`src/verilog/upPkg.sv`:
```
package upPkg;

	// datapath and memory sizes, fixed by the instruction format
	localparam int dataWidth  = 8;
	localparam int addrWidth  = 8;
	localparam int instrWidth = 16;
	localparam int memDepth   = 1 << addrWidth;

	// APB register offsets
	localparam logic [3:0] regInstr = 4'h0;
	localparam logic [3:0] regAcc   = 4'h4;
	localparam logic [3:0] regFlags = 4'h8;

	// bit positions in the flags read word
	localparam int flagZero  = 0;
	localparam int flagCarry = 1;

	typedef enum logic [3:0] {
		opNop  = 4'd0,
		opLdi  = 4'd1,
		opLd   = 4'd2,
		opSt   = 4'd3,
		opAdd  = 4'd4,
		opSub  = 4'd5,
		opAnd  = 4'd6,
		opOr   = 4'd7,
		opXor  = 4'd8,
		opAddi = 4'd9
	} opcodeT; // codes 10..15 are illegal

	// memory-operand form of an instruction
	typedef struct packed {
		opcodeT                 opcode;
		logic [3:0]             rsvd;
		logic [addrWidth-1:0]   addr;
	} instrMemT;

	// immediate-operand form of an instruction
	typedef struct packed {
		opcodeT                 opcode;
		logic [3:0]             rsvd;
		logic [dataWidth-1:0]   imm;
	} instrImmT;

	// low byte is an address or an immediate depending on the opcode
	typedef union packed {
		instrMemT memView;
		instrImmT immView;
	} instrT;

endpackage

```
`src/verilog/upApbPort.sv`:
```
`timescale 1ns/1ps

module upApbPort (
	input  logic                         clk,
	input  logic                         nRst,
	input  logic                         psel,
	input  logic                         penable,
	input  logic                         pwrite,
	input  logic [3:0]                   paddr,
	input  logic [upPkg::instrWidth-1:0] pwdata,
	output logic [upPkg::instrWidth-1:0] prdata,
	output logic                         pready,
	output logic                         pslverr,
	output logic                         issue,
	output upPkg::instrT                 issueWord,
	input  logic [upPkg::dataWidth-1:0]  acc,
	input  logic                         zero,
	input  logic                         carry
);

	import upPkg::*;

	logic access;
	logic knownReg;
	logic badWrite;

	assign access = psel && penable; // access phase
	assign pready = 1'b1; // core never stalls

	always_comb begin
		knownReg = 1'b0;
		case (paddr)
			regInstr, regAcc, regFlags: knownReg = 1'b1;
			default:                    knownReg = 1'b0;
		endcase
	end

	assign badWrite = pwrite && (paddr != regInstr); // acc and flags are read only
	assign pslverr = access && (!knownReg || badWrite);

	// one cycle wide, sampled by decode on the completing edge
	assign issue = access && pready && pwrite && (paddr == regInstr);
	assign issueWord = pwdata;

	always_comb begin
		prdata = '0;
		if (access && !pwrite) begin
			case (paddr)
				regAcc: begin
					prdata[dataWidth-1:0] = acc;
				end
				regFlags: begin
					prdata[flagZero]  = zero;
					prdata[flagCarry] = carry;
				end
				default: begin
					prdata = '0; // instr register and holes read as zero
				end
			endcase
		end
	end

	// host must hold psel through setup into the access phase
	apbSetupFirst: assert property (@(posedge clk) disable iff (!nRst)
		penable |-> psel && $past(psel));

endmodule

```
`src/verilog/upCore.sv`:
```
`timescale 1ns/1ps

module upCore (
	input  logic                         clk,
	input  logic                         nRst,
	input  logic                         psel,
	input  logic                         penable,
	input  logic                         pwrite,
	input  logic [3:0]                   paddr,
	input  logic [upPkg::instrWidth-1:0] pwdata,
	output logic [upPkg::instrWidth-1:0] prdata,
	output logic                         pready,
	output logic                         pslverr
);

	import upPkg::*;

	logic                 issue;
	instrT                issueWord;
	logic                 opValid;
	opcodeT               opcode;
	logic [dataWidth-1:0] operand;
	logic [addrWidth-1:0] memAddr;
	logic                 useMem;
	logic                 writesAcc;
	logic                 writesMem;
	logic [dataWidth-1:0] rdData;
	logic                 commit;
	logic [dataWidth-1:0] nextAcc;
	logic                 nextZero;
	logic                 nextCarry;
	logic                 storeEn;
	logic [dataWidth-1:0] storeData;
	logic [dataWidth-1:0] acc;
	logic                 zero;
	logic                 carry;
	logic                 memWe;
	logic [dataWidth-1:0] memWrData;

	upApbPort uApbPort (
		.clk(clk), .nRst(nRst),
		.psel(psel), .penable(penable), .pwrite(pwrite), .paddr(paddr),
		.pwdata(pwdata), .prdata(prdata), .pready(pready), .pslverr(pslverr),
		.issue(issue), .issueWord(issueWord),
		.acc(acc), .zero(zero), .carry(carry)
	);

	upDecode uDecode (
		.clk(clk), .nRst(nRst),
		.issue(issue), .issueWord(issueWord),
		.opValid(opValid), .opcode(opcode), .operand(operand), .memAddr(memAddr),
		.useMem(useMem), .writesAcc(writesAcc), .writesMem(writesMem)
	);

	upExecute uExecute (
		.opValid(opValid), .opcode(opcode), .operand(operand), .useMem(useMem),
		.writesAcc(writesAcc), .writesMem(writesMem), .rdData(rdData),
		.acc(acc), .carry(carry),
		.commit(commit), .nextAcc(nextAcc), .nextZero(nextZero), .nextCarry(nextCarry),
		.storeEn(storeEn), .storeData(storeData)
	);

	upResult uResult (
		.clk(clk), .nRst(nRst),
		.commit(commit), .nextAcc(nextAcc), .nextZero(nextZero), .nextCarry(nextCarry),
		.storeEn(storeEn), .storeData(storeData),
		.acc(acc), .zero(zero), .carry(carry),
		.memWe(memWe), .memWrData(memWrData)
	);

	// memAddr is still held by decode while the store pulse is out
	upMemory uMemory (
		.clk(clk), .nRst(nRst),
		.addr(memAddr), .wrData(memWrData), .we(memWe), .rdData(rdData)
	);

endmodule

```
`src/verilog/upDecode.sv`:
```
`timescale 1ns/1ps

module upDecode (
	input  logic                        clk,
	input  logic                        nRst,
	input  logic                        issue,
	input  upPkg::instrT                issueWord,
	output logic                        opValid,
	output upPkg::opcodeT               opcode,
	output logic [upPkg::dataWidth-1:0] operand,
	output logic [upPkg::addrWidth-1:0] memAddr,
	output logic                        useMem,
	output logic                        writesAcc,
	output logic                        writesMem
);

	import upPkg::*;

	instrT instrQ;
	logic  validQ;

	always_ff @(posedge clk or negedge nRst) begin
		if (!nRst) begin
			instrQ <= '0; // decodes as nop
			validQ <= 1'b0;
		end else begin
			validQ <= issue;
			if (issue) begin
				instrQ <= issueWord;
			end
		end
	end

	assign opValid = validQ;
	assign memAddr = instrQ.memView.addr; // held until the next issue

	always_comb begin
		opcode    = opNop;
		operand   = '0;
		useMem    = 1'b0;
		writesAcc = 1'b0;
		writesMem = 1'b0;
		case (instrQ.memView.opcode)
			opLdi, opAddi: begin
				opcode    = instrQ.immView.opcode;
				operand   = instrQ.immView.imm;
				writesAcc = 1'b1;
			end
			opLd, opAdd, opSub, opAnd, opOr, opXor: begin
				opcode    = instrQ.memView.opcode;
				useMem    = 1'b1;
				writesAcc = 1'b1;
			end
			opSt: begin
				opcode    = opSt;
				writesMem = 1'b1;
			end
			default: opcode = opNop; // nop and illegal codes
		endcase
	end

	accMemExclusive: assert property (@(posedge clk) disable iff (!nRst)
		!(writesAcc && writesMem));

endmodule

```
`src/verilog/upExecute.sv`:
```
`timescale 1ns/1ps

module upExecute (
	input  logic                        opValid,
	input  upPkg::opcodeT               opcode,
	input  logic [upPkg::dataWidth-1:0] operand,
	input  logic                        useMem,
	input  logic                        writesAcc,
	input  logic                        writesMem,
	input  logic [upPkg::dataWidth-1:0] rdData,
	input  logic [upPkg::dataWidth-1:0] acc,
	input  logic                        carry,
	output logic                        commit,
	output logic [upPkg::dataWidth-1:0] nextAcc,
	output logic                        nextZero,
	output logic                        nextCarry,
	output logic                        storeEn,
	output logic [upPkg::dataWidth-1:0] storeData
);

	import upPkg::*;

	logic [dataWidth-1:0] srcB;
	logic [dataWidth:0]   sum;
	logic [dataWidth:0]   diff;

	assign srcB = useMem ? rdData : operand; // memory or immediate
	assign sum  = {1'b0, acc} + {1'b0, srcB};
	assign diff = {1'b0, acc} - {1'b0, srcB}; // top bit is the borrow

	always_comb begin
		nextAcc   = acc;
		nextCarry = carry;
		case (opcode)
			opLdi, opLd: begin
				nextAcc = srcB; // carry kept
			end
			opAdd, opAddi: begin
				nextAcc   = sum[dataWidth-1:0];
				nextCarry = sum[dataWidth];
			end
			opSub: begin
				nextAcc   = diff[dataWidth-1:0];
				nextCarry = diff[dataWidth];
			end
			opAnd: begin
				nextAcc   = acc & srcB;
				nextCarry = 1'b0;
			end
			opOr: begin
				nextAcc   = acc | srcB;
				nextCarry = 1'b0;
			end
			opXor: begin
				nextAcc   = acc ^ srcB;
				nextCarry = 1'b0;
			end
			default: begin
				nextAcc   = acc; // nop and store leave acc alone
				nextCarry = carry;
			end
		endcase
	end

	assign nextZero = (nextAcc == '0);

	// flags only move with the accumulator, a store touches neither
	assign commit    = opValid && writesAcc;
	assign storeEn   = opValid && writesMem;
	assign storeData = acc;

endmodule

```
`src/verilog/upMemory.sv`:
```
`timescale 1ns/1ps

module upMemory (
	input  logic                        clk,
	input  logic                        nRst,
	input  logic [upPkg::addrWidth-1:0] addr,
	input  logic [upPkg::dataWidth-1:0] wrData,
	input  logic                        we,
	output logic [upPkg::dataWidth-1:0] rdData
);

	import upPkg::*;

	logic [dataWidth-1:0] mem [memDepth];

	assign rdData = mem[addr]; // read is combinational

	always_ff @(posedge clk or negedge nRst) begin
		if (!nRst) begin
			for (int i = 0; i < memDepth; i++) begin
				mem[i] <= '0; // whole array cleared
			end
		end else if (we) begin
			mem[addr] <= wrData;
		end
	end

	// a store must always land on a defined location
	weAddrKnown: assert property (@(posedge clk) disable iff (!nRst)
		we |-> !$isunknown(addr));

endmodule

```
`src/verilog/upResult.sv`:
```
`timescale 1ns/1ps

module upResult (
	input  logic                        clk,
	input  logic                        nRst,
	input  logic                        commit,
	input  logic [upPkg::dataWidth-1:0] nextAcc,
	input  logic                        nextZero,
	input  logic                        nextCarry,
	input  logic                        storeEn,
	input  logic [upPkg::dataWidth-1:0] storeData,
	output logic [upPkg::dataWidth-1:0] acc,
	output logic                        zero,
	output logic                        carry,
	output logic                        memWe,
	output logic [upPkg::dataWidth-1:0] memWrData
);

	import upPkg::*;

	logic [dataWidth-1:0] accQ;

	always_ff @(posedge clk or negedge nRst) begin
		if (!nRst) begin
			accQ  <= '0;
			zero  <= 1'b0;
			carry <= 1'b0;
			memWe <= 1'b0;
		end else begin
			memWe <= storeEn; // one pulse per store
			if (commit) begin
				accQ  <= nextAcc;
				zero  <= nextZero;
				carry <= nextCarry;
			end
		end
	end

	always_ff @(posedge clk) begin
		if (storeEn) begin
			memWrData <= storeData;
		end
	end

	assign acc = accQ;

endmodule
```
`config.mk`:
```
export PLATFORM = sky130hd
export DESIGN_NAME = upCore
export DESIGN_NICKNAME = d
export VERILOG_FILES = /design/src/verilog/upPkg.sv /design/src/verilog/upApbPort.sv /design/src/verilog/upCore.sv /design/src/verilog/upDecode.sv /design/src/verilog/upExecute.sv /design/src/verilog/upMemory.sv /design/src/verilog/upResult.sv
export SDC_FILE = /design/constraint.sdc
export NUM_CORES = 2
export LEC_CHECK = 0
export ABC_CLOCK_PERIOD_IN_PS = 4300
export BUFFER_PORTS_ARGS = -buffer_cell sky130_fd_sc_hd__buf_4
export CAP_MARGIN = 0
export CORE_MARGIN = 10
export CORE_UTILIZATION = 58
export DETAILED_ROUTE_END_ITERATION = 6
export PLACE_DENSITY = 0.81
export SETUP_SLACK_MARGIN = 0.15
export SLEW_MARGIN = 20
export SYNTH_ARGS = -nofsm -noshare
export SYNTH_HDL_FRONTEND = slang
export SYNTH_HIERARCHICAL = 1
export SYNTH_SLANG_ARGS = --single-unit
```
`constraint.sdc`:
```
create_clock -name clk -period 4.3 [get_ports clk]
set_input_delay 0.645 -clock clk [delete_from_list [all_inputs] [get_ports clk]]
set_output_delay 0.645 -clock clk [all_outputs]
set_load 0.005 [all_outputs]
```
==> flow_metrics.tcl <==
set metrics [dict create \
    powerDensity_nw_per_um2 376 \
    critPathKind "reg2reg" \
    drcViolationCount 0 \
    synth_area_um2 96700 \
    tightest_slew_ns 1.22 \
    clock.fmax_ghz 0.181 \
    grt_first_pass_wirelength_mm 388 \
    violations "setup timing" \
    routedWlPerCell_um 28.6 \
    multiInputGateArea_um2 43300 \
    ys.warnings.count 6 \
    dp_hpwl_mm 158 \
    status "finished, violations left" \
    via_per_inst 6.59 \
    relSlewSlack_pct 18.8 \
    final-hold-violation-count 0 \
    gp_congestion 0.914 \
    met1_usage_pct 37.4 \
    cts_buffers 205 \
    drive_gt1_share_pct 58.2 \
    power_mw 42.0 \
    start_kind "register" \
    antenna_cells 0 \
    area_delta_synth_final_pct 15.3 \
    htree_levels 4 \
    r2r_start "uDecode/instrQ[0]$_DFFE_PN0P_" \
    vias 58495 \
    met3_usage_pct 5.51 \
    maxCapViolCount 0 \
    cts.sinks 2080 \
    fp.dieW_um 428 \
    arrival_ns 6.33 \
    drt_iter0_markers 5532 \
    clock_path_buffers 3 \
    final_antenna_net_count 0 \
    track_usage_pct 27.1 \
    grt_pass1_vias 62015 \
    num_rows 149 \
    layout.cells.non_filler 8875 \
    cpMostUsedCell "buf_4" \
    busiest_layer "met2" \
    start_util_pct 58.5 \
    setup_viol 10 \
    period_share_pct 129 \
    pin_count 43 \
    grt_overflow_total 0 \
    max_stage_delay_ns 0.54 \
    use_met2_pct 42.2 \
    grt_max_degree 197 \
    core_um2 165000 \
    peakVddDrop_v 0.000335 \
    path_cells "buf_12, buf_16, buf_12, buf_4, mux4_2, a22oi_1, a21oi_1, o41ai_2, buf_4, nand4_1, mux2i_2, ha_4, nor2b_1, buf_4, o311a_1, o311a_1, a2111o_1, or4_4, nor4_2, mux2_4" \
    die_h_um 428 \
    hold_class "in2reg" \
    critPathCaptureType "register" \
    min-delay-start "pwdata[4]" \
    startpoint "uDecode/instrQ[0]$_DFFE_PN0P_" \
    n_fill_cell 10497 \
    first_pass_iters 5 \
    io_buffers 29 \
    antenna_found_initial 0 \
    cts-root-buf "clkbuf_16" \
    power_leakage_nw 53.7 \
    wl_mm 253 \
    rsz0062_at_grt "true" \
    regArea_um2 52100 \
    fin_nets 6566 \
    die_area_um2 183000 \
    critPathMaxFanout 8 \
    cts_tree "built" \
    worst_slack_ns -1.24 \
    crit_required_ns 5.09 \
    insertion_delay_ns 0.87 \
    path_clk_slew_ns 0.07 \
    skew_ns 0.0347 \
    synthCells 6197 \
    slew_viol_final 0 \
    postSynthAreaPerCell_um2 15.6 \
    crit_slowest_cell "dfrtp_4" \
    utilization_pct 67.4 \
    placedCellCount 8419 \
    period_needed_ns 5.54 \
]
==> path summary, 6_finish.rpt <==
| kind | end | cells after the start | slack, ns |
|---|---|---|---|
| setup / recovery | uResult/zero$_DFFE_PN0P_ | 20 | -1.24 |
| hold / removal | uDecode/instrQ[4]$_DFFE_PN0P_ | 2 | 0.06 |
| setup reg to reg | uResult/zero$_DFFE_PN0P_ | 20 | -1.24 |
| hold reg to reg | uMemory/mem[69]$_DFFE_PN0P_ | 1 | 0.50 |
| max in group asynchronous | uMemory/mem[767]$_DFFE_PN0P_ | 4 | 2.42 |
| min in group asynchronous | uMemory/mem[48]$_DFFE_PN0P_ | 2 | 0.38 |
==> layer usage <==
layer | share of wire, % | up-vias
li1 | - | 23888
met1 | 41 | 31696
met2 | 47 | 2343
met3 | 7.6 | 566
met4 | 4.3 | 2
met5 | 0.0055 | -
==> layout by cell type (no fill, tap or decap), types with 8 or more instances in the layout <==
master	count
a21oi_1	96
a21oi_2	41
a21oi_4	8
a22oi_1	186
a22oi_2	71
and2_1	13
buf_12	92
buf_16	12
buf_4	486
buf_6	9
bufinv_16	13
clkbuf_1	44
clkbuf_16	214
clkbuf_8	57
clkinv_2	32
conb_1	9
dfrtp_1	2070
dlygate4sd3_1	8
edfxtp_1	8
ha_1	17
inv_1	29
mux2_2	2060
mux2_4	12
mux4_2	512
nand2_1	104
nand2_2	13
nand2b_1	11
nand4_1	9
nor2_1	54
nor2_2	66
nor2_4	48
nor2_8	40
nor2b_1	14
nor3_1	9
o41ai_1	8
o41ai_2	16
o41ai_4	8
==> critical path: cells and delay by family, from the launching register on <==
kind,cells,cell delay [ns]
AOI/OAI and AO/OA,6,1.83
DFF,1,0.54
and+or+nand+nor,4,0.96
adders and majority gates,1,0.23
buffers and inverters,6,0.97
muxes,3,0.92
==> what timing repair did <==
action,4_1_cts,5_1_grt
cloned,1,4
hold endpoints to repair,25,0
pin swaps,9,61
setup endpoints to repair,10,10
gates resized for setup,63,172
setup buffers,4,59
hold buffers,8,0
==> sequential cells by signal, indices dropped and copies added, names as in the netlist <==
name / cells
uDecode/opValid: 1
uDecode/instrQ: 12
uResult/carry: 1
uResult/acc: 8
uResult/memWe: 1
uResult/zero: 1
uResult/memWrData: 8
uMemory/mem: 2048
==> cell type report <==
cell class	count	area share [%]
Sequential cell	2080	46.7
Multi-Input combinational cell	3580	38.8
Clock buffer	311	5.57
Timing Repair Buffer	616	5.56
Tap cell	2189	2.46
Clock inverter	68	0.731
Inverter	31	0.104
==> through the flow <==
stage	cell area, um^2	setup WS [ns]	hold WS, ns	TNS (ns)
2_1_floorplan	97100	-0.261	0.349	-0.261
3_3_place_gp	102000	-1.69	0.482	-12.07
3_5_place_dp	102000	-1.66	0.488	-12.15
4_1_cts	110000	-1.12	0.00653	-6.90
5_1_grt	111000	-1.33	0.0476	-8.88
6_report	111000	-1.24	0.0591	-8.06
==> power breakdown <==
group          total (mW)  internal (mW)  switching (mW)
clock network        18.5           10.7            7.76
registers            19.7           19.6          0.0483
logic                3.80           1.59            2.21
No activity file was read; power rests on OpenSTA's default activity.
